### src/usi_consts.svh
// Constants shared by the UltraSimple bus interconnect, its slaves and the testbench
// Include wherever bus words are sized or block addresses are decoded
`ifndef USI_CONSTS_SVH
`define USI_CONSTS_SVH

//----------------------------------------------------------------------
// Bus word widths
//----------------------------------------------------------------------
// Write and read data words
`define USI_DATA_BIT	32
// Address word with command, block and CSR fields
`define USI_ADRS_BIT	32
// Block address field inside the address word
`define USI_BLOCK_BIT	8

//----------------------------------------------------------------------
// Block map
//----------------------------------------------------------------------
// Slaves hung on the interconnect
`define USI_SLAVE_NUM	2
// Read vector slot of a block is its map value minus one
`define USI_GPIO_MAP	8'h01
`define USI_PWM_MAP		8'h02

// Returned for an unmapped block so decode bugs stand out
`define USI_BAD_READ	32'h1234_5678

// Default pin count of the GPIO block
`define USI_GPIO_WIDTH	8

`endif
### src/usiPkg.sv
// Types for the UltraSimple bus
// Port lists name them as usiPkg::name and module bodies take a wildcard import
`include "usi_consts.svh"
`default_nettype none

package usiPkg;

	//------------------------------------------------------------------
	// Command field
	//------------------------------------------------------------------
	typedef enum logic [1:0]
	{
		cmdNone      = 2'd0,	// Idle slot
		cmdWrite     = 2'd1,
		cmdRead      = 2'd2,
		cmdWriteRead = 2'd3		// Not implemented, acts as no op
	} usiCmdT;

	//------------------------------------------------------------------
	// Address word
	//------------------------------------------------------------------
	typedef struct packed
	{
		usiCmdT                    cmd;		// Bits 31:30
		logic [5:0]                rsv;		// Unused
		logic [`USI_BLOCK_BIT-1:0] block;	// Bits 23:16 select the slave
		logic [15:0]               csr;		// Register inside the slave
	} usiAdrsT;

	// Full command as the master issues it and the slaves see it
	typedef struct packed
	{
		logic [`USI_DATA_BIT-1:0] wd;		// Write data
		usiAdrsT                  adrs;
		logic                     wEd;		// One cycle strobe
	} usiBusCmdT;

	// Read words of all slaves, slot 0 in the low word
	typedef logic [`USI_SLAVE_NUM-1:0][`USI_DATA_BIT-1:0] usiSlaveRdT;

endpackage

`default_nettype wire

### src/usiSubsystem.sv
// Peripheral subsystem top with the UltraSimple interconnect, GPIO and PWM
// The master drives mUsiCmd and reads mUsiRd two cycles after each strobe
`include "usi_consts.svh"
`default_nettype none

module usiSubsystem
(
	input  wire                          iUsiClk,
	input  wire                          rst,
	// Bus master port
	input  wire usiPkg::usiBusCmdT       mUsiCmd,
	output logic [`USI_DATA_BIT-1:0]     mUsiRd,
	output logic [`USI_SLAVE_NUM-1:0]    mUsiVd,	// Bit per slot
	// Pins
	input  wire  [`USI_GPIO_WIDTH-1:0]   gpioIn,
	output logic [`USI_GPIO_WIDTH-1:0]   gpioOut,
	output logic [`USI_GPIO_WIDTH-1:0]   gpioDir,
	output logic                         pwmOut
);

	import usiPkg::*;

	// Slots follow the block map
	localparam int lpGpioSlot = `USI_GPIO_MAP - 1;
	localparam int lpPwmSlot  = `USI_PWM_MAP - 1;

	usiBusCmdT                   sUsiCmd;	// Broadcast command
	usiSlaveRdT                  sUsiRd;	// Read words by slot
	logic [`USI_SLAVE_NUM-1:0]   sUsiVd;	// Ready levels by slot

	//------------------------------------------------------------------
	// Interconnect
	//------------------------------------------------------------------
	ultraSimpleInterface usi_i
	(
		.iUsiClk (iUsiClk),
		.rst     (rst),
		.mUsiCmd (mUsiCmd),
		.mUsiRd  (mUsiRd),
		.mUsiVd  (mUsiVd),
		.sUsiCmd (sUsiCmd),
		.sUsiRd  (sUsiRd),
		.sUsiVd  (sUsiVd)
	);

	//------------------------------------------------------------------
	// Slaves
	//------------------------------------------------------------------
	usiGpioCsr #(.pGpioWidth(`USI_GPIO_WIDTH)) gpio_i
	(
		.iUsiClk (iUsiClk),
		.rst     (rst),
		.sUsiCmd (sUsiCmd),
		.rd      (sUsiRd[lpGpioSlot]),
		.vd      (sUsiVd[lpGpioSlot]),
		.gpioIn  (gpioIn),
		.gpioOut (gpioOut),
		.gpioDir (gpioDir)
	);

	usiPwmCsr pwm_i
	(
		.iUsiClk (iUsiClk),
		.rst     (rst),
		.sUsiCmd (sUsiCmd),
		.rd      (sUsiRd[lpPwmSlot]),
		.vd      (sUsiVd[lpPwmSlot]),
		.pwmOut  (pwmOut)
	);

endmodule

`default_nettype wire

### src/usiPwmCsr.sv
// PWM slave on the UltraSimple bus
// CSR 0 period, CSR 1 duty, CSR 2 bit 0 enable
// While enabled new period and duty wait in shadows until the counter wraps
`include "usi_consts.svh"
`default_nettype none

module usiPwmCsr
(
	input  wire                     iUsiClk,
	input  wire                     rst,
	input  wire usiPkg::usiBusCmdT  sUsiCmd,	// Broadcast command
	output logic [`USI_DATA_BIT-1:0] rd,		// Read word for this slot
	output logic                    vd,			// Low while a shadow load waits
	output logic                    pwmOut
);

	import usiPkg::*;

	localparam int lpCntBit = 16;		// Period and duty width

	//------------------------------------------------------------------
	// CSR map
	//------------------------------------------------------------------
	localparam logic [15:0] lpCsrPer  = 16'd0;
	localparam logic [15:0] lpCsrDuty = 16'd1;
	localparam logic [15:0] lpCsrEn   = 16'd2;

	logic                wrEn;			// Valid write to this block
	logic                wrPer;
	logic                wrDuty;
	logic [lpCntBit-1:0] perShadow;		// Last written period
	logic [lpCntBit-1:0] dutyShadow;	// Last written duty
	logic [lpCntBit-1:0] perNext;
	logic [lpCntBit-1:0] dutyNext;
	logic [lpCntBit-1:0] perAct;		// Period in use
	logic [lpCntBit-1:0] dutyAct;		// Duty in use
	logic [lpCntBit-1:0] count;
	logic                enable;
	logic                wrap;			// Last cycle of a frame
	logic                loadAct;		// Shadows move to active set
	logic                pending;		// Shadow differs from active
	logic                ready;			// Out of reset

	assign wrEn   = sUsiCmd.wEd && (sUsiCmd.adrs.block == `USI_PWM_MAP)
		&& (sUsiCmd.adrs.cmd == cmdWrite);
	assign wrPer  = wrEn && (sUsiCmd.adrs.csr == lpCsrPer);
	assign wrDuty = wrEn && (sUsiCmd.adrs.csr == lpCsrDuty);

	// Shadow contents after this edge
	assign perNext  = wrPer  ? sUsiCmd.wd[lpCntBit-1:0] : perShadow;
	assign dutyNext = wrDuty ? sUsiCmd.wd[lpCntBit-1:0] : dutyShadow;

	assign wrap    = enable && (count == perAct);
	assign loadAct = !enable || wrap;		// Disabled block loads at once

	//------------------------------------------------------------------
	// Registers and shadow load
	//------------------------------------------------------------------
	always_ff @(posedge iUsiClk)
	begin
		if (rst)
		begin
			perShadow  <= '0;
			dutyShadow <= '0;
			perAct     <= '0;
			dutyAct    <= '0;
			enable     <= 1'b0;
			pending    <= 1'b0;
			ready      <= 1'b0;
		end
		else
		begin
			ready      <= 1'b1;
			perShadow  <= perNext;
			dutyShadow <= dutyNext;
			if (wrEn && (sUsiCmd.adrs.csr == lpCsrEn))
				enable <= sUsiCmd.wd[0];
			if (loadAct)
			begin
				perAct  <= perNext;		// Counter is at 0 here
				dutyAct <= dutyNext;
				pending <= 1'b0;
			end
			else if (wrPer || wrDuty)
				pending <= 1'b1;		// Held until the wrap
		end
	end

	//------------------------------------------------------------------
	// Frame counter
	//------------------------------------------------------------------
	// Runs 0 to perAct, so perAct + 1 cycles per frame
	always_ff @(posedge iUsiClk)
	begin
		if (rst)
			count <= '0;
		else if (!enable || wrap)
			count <= '0;
		else
			count <= count + 16'd1;
	end

	// High for the first dutyAct counts, constant high when duty exceeds period
	assign pwmOut = enable && (count < dutyAct);

	assign vd = ready && !pending;

	//------------------------------------------------------------------
	// Read mux
	//------------------------------------------------------------------
	always_comb
	begin
		rd = '0;
		case (sUsiCmd.adrs.csr)
			lpCsrPer:  rd[lpCntBit-1:0] = perShadow;		// Written value
			lpCsrDuty: rd[lpCntBit-1:0] = dutyShadow;
			lpCsrEn:   rd[0] = enable;
			default:   rd = '0;
		endcase
	end

endmodule

`default_nettype wire

### src/usiGpioCsr.sv
// GPIO slave on the UltraSimple bus
// CSR 0 output data, CSR 1 synchronized pin input, CSR 2 direction
// Direction bit high means the pin drives gpioOut
`include "usi_consts.svh"
`default_nettype none

module usiGpioCsr
#(
	parameter int pGpioWidth = `USI_GPIO_WIDTH	// Pin count, at most 32
)
(
	input  wire                     iUsiClk,
	input  wire                     rst,
	input  wire usiPkg::usiBusCmdT  sUsiCmd,	// Broadcast command
	output logic [`USI_DATA_BIT-1:0] rd,		// Read word for this slot
	output logic                    vd,			// Ready level
	input  wire  [pGpioWidth-1:0]   gpioIn,		// Asynchronous pins
	output logic [pGpioWidth-1:0]   gpioOut,
	output logic [pGpioWidth-1:0]   gpioDir
);

	import usiPkg::*;

	//------------------------------------------------------------------
	// CSR map
	//------------------------------------------------------------------
	localparam logic [15:0] lpCsrOut = 16'd0;
	localparam logic [15:0] lpCsrIn  = 16'd1;	// Read only
	localparam logic [15:0] lpCsrDir = 16'd2;

	logic                  blockSel;	// Command addressed to this block
	logic                  wrEn;		// Valid write to this block
	logic [pGpioWidth-1:0] inMeta;		// First synchronizer stage
	logic [pGpioWidth-1:0] inSync;		// Safe to read

	assign blockSel = sUsiCmd.wEd && (sUsiCmd.adrs.block == `USI_GPIO_MAP);
	assign wrEn     = blockSel && (sUsiCmd.adrs.cmd == cmdWrite);	// Only plain writes

	//------------------------------------------------------------------
	// Writable registers
	//------------------------------------------------------------------
	always_ff @(posedge iUsiClk)
	begin
		if (rst)
		begin
			gpioOut <= '0;
			gpioDir <= '0;		// All pins input after reset
		end
		else if (wrEn)
		begin
			case (sUsiCmd.adrs.csr)
				lpCsrOut: gpioOut <= sUsiCmd.wd[pGpioWidth-1:0];
				lpCsrDir: gpioDir <= sUsiCmd.wd[pGpioWidth-1:0];
				default: ;		// Unknown CSR ignored
			endcase
		end
	end

	// Two flop input synchronizer
	always_ff @(posedge iUsiClk)
	begin
		inMeta <= gpioIn;
		inSync <= inMeta;
	end

	// Ready from the first cycle after reset
	always_ff @(posedge iUsiClk)
	begin
		if (rst)
			vd <= 1'b0;
		else
			vd <= 1'b1;
	end

	//------------------------------------------------------------------
	// Read mux
	//------------------------------------------------------------------
	always_comb
	begin
		rd = '0;		// Upper bits and unknown CSRs read zero
		case (sUsiCmd.adrs.csr)
			lpCsrOut: rd[pGpioWidth-1:0] = gpioOut;
			lpCsrIn:  rd[pGpioWidth-1:0] = inSync;
			lpCsrDir: rd[pGpioWidth-1:0] = gpioDir;
			default:  rd = '0;
		endcase
	end

endmodule

`default_nettype wire

### src/ultraSimpleInterface.sv
// UltraSimple bus interconnect between one master and the CSR slaves
// Broadcasts the registered master command to all slaves and returns
// the addressed slave's read word two cycles after the strobe
`include "usi_consts.svh"
`default_nettype none

module ultraSimpleInterface
(
	input  wire              iUsiClk,
	input  wire              rst,
	// Master side
	input  wire usiPkg::usiBusCmdT  mUsiCmd,	// Command and strobe from the master
	output logic [`USI_DATA_BIT-1:0]  mUsiRd,	// Read word of the last command
	output logic [`USI_SLAVE_NUM-1:0] mUsiVd,	// Ready level per slot
	// Slave side
	output usiPkg::usiBusCmdT       sUsiCmd,	// Broadcast to every slave
	input  wire usiPkg::usiSlaveRdT sUsiRd,		// One read word per slot
	input  wire [`USI_SLAVE_NUM-1:0] sUsiVd
);

	// Map value that lands in slot 0
	localparam logic [`USI_BLOCK_BIT-1:0] lpSlotBase = `USI_GPIO_MAP;

	logic [`USI_BLOCK_BIT-1:0] blockSel;	// Block of the broadcast command
	logic [`USI_DATA_BIT-1:0]  slotWord;	// Read word picked from the slots

	//------------------------------------------------------------------
	// Master to slave command stage
	//------------------------------------------------------------------
	always_ff @(posedge iUsiClk)
	begin
		sUsiCmd.wd   <= mUsiCmd.wd;
		sUsiCmd.adrs <= mUsiCmd.adrs;
		if (rst)
			sUsiCmd.wEd <= 1'b0;
		else
			sUsiCmd.wEd <= mUsiCmd.wEd;		// Slaves act on this strobe
	end

	//------------------------------------------------------------------
	// Slave to master ready stage
	//------------------------------------------------------------------
	always_ff @(posedge iUsiClk)
	begin
		if (rst)
			mUsiVd <= '0;
		else
			mUsiVd <= sUsiVd;		// One cycle behind the slaves
	end

	//------------------------------------------------------------------
	// Block decode
	//------------------------------------------------------------------
	// Uses the registered address so the read word belongs to the
	// command the slaves are decoding right now
	assign blockSel = sUsiCmd.adrs.block;

	always_comb
	begin
		slotWord = `USI_BAD_READ;		// Unmapped block
		for (int s = 0; s < `USI_SLAVE_NUM; s++)
		begin
			// Slot s serves block lpSlotBase + s
			if (blockSel == lpSlotBase + s[`USI_BLOCK_BIT-1:0])
				slotWord = sUsiRd[s];
		end
	end

	//------------------------------------------------------------------
	// Result stage
	//------------------------------------------------------------------
	// Captured once per command and held until the next one
	always_ff @(posedge iUsiClk)
	begin
		if (sUsiCmd.wEd)
			mUsiRd <= slotWord;
	end

endmodule

`default_nettype wire

### config.mk
export PLATFORM = sky130hd
export DESIGN_NAME = usiSubsystem
export DESIGN_NICKNAME = d
export VERILOG_FILES = /design/src/usiPkg.sv /design/src/usiSubsystem.sv /design/src/usiPwmCsr.sv /design/src/usiGpioCsr.sv /design/src/ultraSimpleInterface.sv
export VERILOG_INCLUDE_DIRS = /design/src
export SDC_FILE = /design/constraint.sdc
export NUM_CORES = 1
export LEC_CHECK = 0
export BUFFER_PORTS_ARGS = -buffer_cell sky130_fd_sc_hd__buf_4
export CAP_MARGIN = 20
export CORE_UTILIZATION = 45
export CTS_BUF_LIST = sky130_fd_sc_hd__clkbuf_8 sky130_fd_sc_hd__clkbuf_16
export DETAILED_ROUTE_END_ITERATION = 16
export HOLD_SLACK_MARGIN = 0.06
export PLACE_DENSITY_LB_ADDON = 0.2
export SETUP_SLACK_MARGIN = 0.1
export SKIP_LAST_GASP = 1
export SLEW_MARGIN = 20
export SYNTH_ARGS = -nofsm -noshare
export SYNTH_HDL_FRONTEND = slang
export SYNTH_HIERARCHICAL = 1
export SYNTH_SLANG_ARGS = --single-unit
### constraint.sdc
create_clock -name iUsiClk -period 3 [get_ports iUsiClk]
set_input_delay 0.9 -clock iUsiClk [delete_from_list [all_inputs] [get_ports iUsiClk]]
set_output_delay 0.9 -clock iUsiClk [all_outputs]
set_load 0.02 [all_outputs]
Word-level counts from Yosys, hierarchy flattened:

Index checks and enable logic that the tools add are counted.

* $add $sub $neg: 1
* magnitude comparators: 1
* equal/unequal tests: 6
* muxes and demuxes: 8
* reduce and logical (&&, ||, !) cells: 18

Operators with widths (number)
* 16-bit two-way mux: 3
* 15-bit case mux with 2 select lines: 1
* 29-bit two-way mux: 1
* 8-bit case mux with 3 select lines: 1
* 16-bit by 1-bit adder with 16-bit output, second input constant: 1
* 16-bit by 1-bit equality test with 1-bit output, second input constant: 1
* 16-bit equality test: 1
* 16-bit by 2-bit equality test with 1-bit output, second input constant: 1
* 16-bit logical NOT: 1
* 16-bit < comparator: 1
* 1-bit logical AND: 10
* 8-bit by 1-bit equality test with 1-bit output, second input constant: 1
* 8-bit by 2-bit equality test with 1-bit output, second input constant: 1
* 2-bit AND reduction: 2
* 1-bit case mux with 3 select lines: 1
* 2-bit by 1-bit equality test with 1-bit output, second input constant: 1
* 1-bit logical NOT: 2
* 1-bit logical OR: 2
* 2-bit OR reduction: 1
* 1-bit two-way mux: 1

* bits in registers: 189
* input port bits: 75
* output and inout port bits: 51
* word-level logic and storage cells: 54

Depth between registers and ports, before layout:

Gate-level depths: netlist of the first run.

* depth after elaboration: 5
* mapped depth: 8
* gate-level depth less buffers: 7

Cells and area by module:

The synthesis of the first run kept the hierarchy.

By module, submodules not included
* usiPwmCsr: times used 1, cells each 422, area an instance 4035.1 um^2, seq. area each 1661.6 um^2
* ultraSimpleInterface: times used 1, cells each 222, area an instance 3223.1 um^2, seq. area each 2302.2 um^2
* usiGpioCsr: times used 1, cells each 165, area an instance 1576.5 um^2, seq. area each 660.6 um^2

Worst setup path after synthesis of the first run:

No wires, ideal clock.

* kind: register to output
* from: register pwm_i.dutyAct[9]
* to: output port pwmOut
* data arrival time: 1.672 ns
* required time: 2.100 ns
* slack: 0.428 ns
* cell stages (with the launch flop): 8
* cell sequence: dfxtp_1 inv_1 ha_1 a21o_1 a21o_1 a211oi_1 o221ai_1 a21oi_1

* word-level cells in the longest chain between the ends: 2

RTL lines
* start, declared: RTL line usiPwmCsr.sv:36 `logic [lpCntBit-1:0] dutyAct;`
* start signal, assigned: RTL line usiPwmCsr.sv:81 `dutyAct <= dutyNext;`
* 16-bit < comparator: RTL line usiPwmCsr.sv:104 `assign pwmOut = enable && (count < dutyAct);`
* 1-bit logical AND: RTL line usiPwmCsr.sv:104
* end, declared: RTL line usiSubsystem.sv:18 `output logic pwmOut`

Every way passes these cells.

Worst setup path in the final report of the first run:

* from: register pwm_i.dutyAct[11]
* to: output port pwmOut

The elaborated chain is that of the path after synthesis.

==> results of run 1 <==
-- flip-flops by register name (all words and copies together), names as in the netlist, 16 cells and up --
signal	count
pwm_i/dutyAct	16
pwm_i/count	16
usi_i/sUsiCmd	35
pwm_i/dutyShadow	16
pwm_i/perAct	16
usi_i/mUsiRd	32
pwm_i/perShadow	16
-- metrics by stage --
| step | std cells | setup TNS (ps) | setup WS, ps | instance area, um2 | total power [uW] |
|---|---|---|---|---|---|
| CTS | 1110 | -8.18 | -8.18 | 9820 | 5280 |
| floorplan | 825 | 0 | 428 | 8540 | 2960 |
| global route | 1110 | -97.7 | -97.7 | 9820 | 5420 |
| finish | 1110 | -5.58 | -5.58 | 9820 | 5210 |
| global placement | 1077 | 0 | 207 | 9070 | 3030 |
| detailed placement | 1077 | 0 | 191 | 9070 | 3030 |
-- routing by layer --
metal / vias up / wire [um]
li1: 2893 / -
met1: 2675 / 8220
met2: 96 / 8240
met3: 14 / 547
met4: 0 / 178
met5: - / 0
-- power by group through the flow --
stage / Sequential [uW] / Clock, uW / Combinational, uW
after detailed placement: 2790 / 0 / 243
after global routing: 2730 / 2420 / 265
after global placement: 2790 / 0 / 240
final: 2720 / 2250 / 243
after floorplan: 2800 / 0 / 159
after CTS: 2720 / 2310 / 243
-- cell type report --
cell class,instances,share of cell area [%]
repair buffers,120,9.30
clock inverters,15,1.80
clock buffers,17,4.33
well taps,229,2.92
multi-input cells,514,37.9
flip-flops and latches,193,42.9
inverters,22,0.841
-- critical path, cell delays in order, from the launching register on --
cell                       delay, ps
sky130_fd_sc_hd__dfxtp_2         330
sky130_fd_sc_hd__inv_1            70
sky130_fd_sc_hd__ha_4            270
sky130_fd_sc_hd__nand4_1         120
sky130_fd_sc_hd__or4_4           440
sky130_fd_sc_hd__o221ai_2        190
sky130_fd_sc_hd__a21oi_2         100
sky130_fd_sc_hd__buf_4           160
-- repair_timing --
item,CTS,global route
pin swaps,9,1
gates cloned,0,0
gates resized for setup,37,1
buffers inserted,1,0
endpoints found under the setup margin,1,1
-- final timing paths --
| path | from | endpoint | slack [ps] | cells after the start |
|---|---|---|---|---|
| min reg2reg | gpio_i/inMeta[6] | gpio_i/inSync[6] | 330 | 0 |
| max reg2reg | pwm_i/count[10] | pwm_i/perAct[6] | 650 | 7 |
| max | pwm_i/dutyAct[11] | pwmOut | -6 | 7 |
| min | gpio_i/inMeta[6] | gpio_i/inSync[6] | 330 | 0 |
==> flow_summary_export.csv, run 1 <==
group,metric,value,unit
global_routing,gr-total-overflow,0,
route,wl,17200,um
layout,drive_above_1_share,26.6,%
route,drtIter0Drc,325,
layout,storage_element_area,0.00421,mm2
power,leakage,0.00366,uW
route,firstDrtPassIters,11,
clock_network,cts-hold-fix-buffers,0,
timing,hold_viol_final,0,
place,port-buffer-count,103,
power,share_seq_of_total_power,52.2,%
global_routing,global_route.usage.met1,24.8,%
layout,multi_input_comb_area,0.00372,mm2
critical_path,setup_cp_type,"reg2out",
global_routing,antenna_found_initial,0,
global_routing,number_of_global_route_vias_before_repair,5563,
flow_run,timing.max_cap.violations,0,
route,num_vias,5678,
place,place_hpwl,11700,um
route,route.detailed.wl_per_inst,15.5,um
timing,grt_setup_unrepaired,"yes",
layout,final_cell_mix,"sky130_fd_sc_hd__dfxtp_1, sky130_fd_sc_hd__buf_4, sky130_fd_sc_hd__nor2_1, sky130_fd_sc_hd__mux2i_1, sky130_fd_sc_hd__conb_1",
layout,postLayoutCoreUtil,54.1,%
global_routing,grtUsageMet2,31.0,%
critical_path,critPathCaptureType,"output port",
critical_path,critical_path.max_fanout,2,
power,switching_power,1230,uW
power,power.internal,3980,uW
global_routing,globalRouteTotalUtil,18.8,%
timing,final_min_period_over_clock_period,100,%
layout,antennaDiodeCount,0,
layout,nFillCells,1619,
die,design.core.area,0.0181,mm2
yosys,post_synth.cell_area_avg,10.7,um2
place,finalWeightedCongestion,0.784,
clock_network,insertion_delay,430,ps
route,vias_per_cell,5.12,
die,die_area,0.0192,mm2
route,drc,12,
timing,hold_slack,327,ps
clock_network,clkTransAtPathRegs,70,ps
layout,areaGrowthSynthToFinish,17.0,%
status,outcome,"finished, violations left",
die,core.rowCount,49,
die,ioPinCount,126,
power,share_comb_of_total_power,4.7,%
clock_network,ctsHtreeMaxLevel,4,
clock_network,numCtsBuffers,17,
critical_path,worstPathArrival,2110,ps
die,initial_core_util,46.3,%
hold_path,hold_path.class,"reg2reg",
die,chipWidth,139,um
timing,worst_clock_skew,9.79,ps
clock_network,ctsLongestPathBuffers,2,
layout,layout.cells.most_common,"sky130_fd_sc_hd__dfxtp_1",
critical_path,required,2100,ps
clock_network,clock_tree_root_buffer_cell,"sky130_fd_sc_hd__clkbuf_16",
timing,post-route-worst-setup-slack,-5.58,ps
die,fp.dieH,139,um
route,drt.antenna.violating_nets,0,
timing,final-max-slew-violation-count,0,
layout,final_nets,959,
timing,post-route-min-period,3010,ps
timing,setup_violations,1,
timing,worstMarginPinSlew,971,ps
global_routing,met3_usage,3.97,%
critical_path,worstSetupStartpointType,"flip-flop",
global_routing,top_usage_layer,"met2",
yosys,yosysWarnings,6,
power,netSwitchingFraction,23.7,%
global_routing,wire_length_of_the_first_global_routing_pass,28700,um
timing,fmax,0.333,GHz
clock_network,cts_tree,"yes",
yosys,mappedNetlistArea,0.00839,mm2
power,power.share.clock,43.1,%
status,violations,"design-rule violations, negative setup slack",
power,worst_ir_drop_vdd,0.426,mV
global_routing,maximum_number_of_pins_on_one_net_before_global_route_repair,66,
power,power.density,531,mW/mm2
yosys,post_synth_inst_count,787,
clock_network,tritoncts_num_sinks,193,
timing,worst_slew_margin_rel,35.0,%
Note: power is estimated with default switching activity, not from simulation.
==> run 2: changes to the inputs <==
==> constraint.sdc (replaced) <==
create_clock -name iUsiClk -period 3.4 [get_ports iUsiClk]
set_input_delay 1.02 -clock iUsiClk [delete_from_list [all_inputs] [get_ports iUsiClk]]
set_output_delay 1.02 -clock iUsiClk [all_outputs]
set_load 0.02 [all_outputs]
==> flow_summary_export.csv, run 2 (synthesis gave the netlist of run 1 again) <==
group,metric,value,unit
status,outcome,"finished, violations left",
status,violations,"design-rule violations",
timing,setup_violations,0,
global_routing,number_of_global_route_vias_before_repair,5356,
clock_network,ctsHtreeMaxLevel,4,
timing,worst_slew_margin_rel,36.8,%
clock_network,clkTransAtPathRegs,80,ps
place,place_ws,415,ps
layout,nFillCells,1644,
hold_path,hold_path.class,"reg2reg",
timing,post-route-worst-setup-slack,213,ps
layout,storage_element_area,0.00419,mm2
timing,grt_setup_unrepaired,"no",
die,fp.dieH,139,um
clock_network,clock_tree_root_buffer_cell,"sky130_fd_sc_hd__clkbuf_16",
clock_network,ctsLongestPathBuffers,2,
power,leakage,0.00367,uW
layout,postLayoutCoreUtil,53.7,%
route,drt.antenna.violating_nets,0,
critical_path,max_stage_delay,540,ps
place,place_hpwl,11800,um
die,ioPinCount,126,
power,share_seq_of_total_power,50.6,%
die,initial_core_util,46.3,%
critical_path,cpLargestDelayFamily,"simple AND/OR/NAND/NOR gates",
clock_network,cts_tree,"yes",
layout,areaGrowthSynthToFinish,16.1,%
layout,multi_input_comb_area,0.00362,mm2
timing,worst_clock_skew,12.2,ps
clock_network,insertion_delay,440,ps
critical_path,critPathCaptureType,"output port",
layout,flip_flop_count_of_the_largest_register_after_layout,35,
route,wl,17100,um
timing,final-max-slew-violation-count,0,
clock_network,tritoncts_num_sinks,193,
layout,top_register,"usi_i/sUsiCmd",
critical_path,timing.critical_path.slowest_stage_cell,"sky130_fd_sc_hd__or4_1",
die,chipWidth,139,um
power,netSwitchingFraction,23.4,%
layout,drive_above_1_share,23.2,%
critical_path,critical_path.max_fanout,5,
critical_path,worstPathArrival,2170,ps
timing,hold_viol_final,0,
clock_network,cts-hold-fix-buffers,0,
critical_path,critical_path_buf_inv_count,1,
route,drc,6,
route,drtIter0Drc,338,
timing,setup_tns,0,ps
power,worst_ir_drop_vdd,0.339,mV
route,route.detailed.wl_per_inst,15.4,um
timing,final_min_period_over_clock_period,93.7,%
power,share_comb_of_total_power,4.4,%
timing,fmax,0.314,GHz
global_routing,antenna_found_initial,0,
layout,final_cells,1110,
power,power.internal,3640,uW
critical_path,setup_cp_type,"reg2out",
power,power.density,488,mW/mm2
layout,layout.cells.most_common,"sky130_fd_sc_hd__dfxtp_1",
critical_path,critical_path.cell_chain,"ha_1 > nand2_1 > or4_1 > o221ai_2 > a21oi_2 > buf_4",
global_routing,globalRouteTotalUtil,18.3,%
timing,post-route-min-period,3190,ps
clock_network,numCtsBuffers,17,
layout,final_cell_mix,"sky130_fd_sc_hd__dfxtp_1, sky130_fd_sc_hd__buf_4, sky130_fd_sc_hd__nor2_1, sky130_fd_sc_hd__mux2i_1, sky130_fd_sc_hd__conb_1",
critical_path,worstSetupStartpointType,"flip-flop",
timing,worstMarginPinSlew,945,ps
route,num_vias,5683,
die,design.core.area,0.0181,mm2
place,finalWeightedCongestion,0.788,
global_routing,gr-total-overflow,0,
timing,hold_slack,325,ps
power,switching_power,1110,uW
critical_path,required,2380,ps
place,numPlacedInstances,1076,
power,power.share.clock,45.0,%
die,die_area,0.0192,mm2
route,firstDrtPassIters,14,
route,vias_per_cell,5.12,
layout,reg_top3,"usi_i/sUsiCmd: 35 flops, usi_i/mUsiRd: 32 flops",
global_routing,maximum_number_of_pins_on_one_net_before_global_route_repair,66,
place,port-buffer-count,103,
flow_run,timing.max_cap.violations,0,
global_routing,wire_length_of_the_first_global_routing_pass,27600,um
die,core.rowCount,49,
layout,antennaDiodeCount,0,
layout,final_nets,959,
[run 2: path summary, 6_finish.rpt]
| check | from | end | slack [ps] | cells past startpoint |
|---|---|---|---|---|
| min | gpio_i/inMeta[5] | gpio_i/inSync[5] | 330 | 0 |
| max reg2reg | usi_i/sUsiCmd[9] | usi_i/mUsiRd[2] | 880 | 7 |
| min reg2reg | gpio_i/inMeta[5] | gpio_i/inSync[5] | 330 | 0 |
| max | pwm_i/count[7] | pwmOut | 210 | 6 |
[run 2: cell type report]
cell class                      instances  share of cell area, %
Timing Repair Buffer                  120                   9.25
Inverter                               22                  0.848
Clock inverter                         14                   2.13
Tap cell                              229                   2.94
Clock buffer                           18                   4.62
Sequential cell                       193                   43.0
Multi-Input combinational cell        514                   37.2
[run 2: timing repair]
item,4_1_cts,5_1_grt
setup buffers,1,1
gates cloned,0,0
setup endpoints to repair,1,1
pin swaps,3,4
gates resized for setup,5,0
[run 2: through the flow]
step	power, uW	cell area [um2]
floorplan	2610	8540
global placement	2670	9050
detailed placement	2670	9050
CTS	4810	9730
global route	4920	9740
finish	4760	9740
[run 2: metal layers]
metal  vias to the layer above  share of wire (%)  track usage, %
li1                       2890                  -               -
met1                      2646                 49            24.4
met2                       127                 46            29.4
met3                        20                4.0            3.73
met4                         0                1.4            6.80
met5                         -                  0               0
[run 2: power by group through the flow]
stage	clock [uW]	sequential, uW	combinational, uW
floorplan	0	2470	141
global placement	0	2460	208
detailed placement	0	2460	209
CTS	2190	2410	210
global route	2280	2420	228
finish	2140	2410	209
[run 2: worst reg2reg max path, stage by stage (launching register included)]
cell                       delay, ps
sky130_fd_sc_hd__dfxtp_1         320
sky130_fd_sc_hd__nor4_2          360
sky130_fd_sc_hd__nand4_2         280
sky130_fd_sc_hd__nor3_1          520
sky130_fd_sc_hd__buf_4           320
sky130_fd_sc_hd__a22o_1          220
sky130_fd_sc_hd__nand3b_1         90
sky130_fd_sc_hd__a211oi_1        230
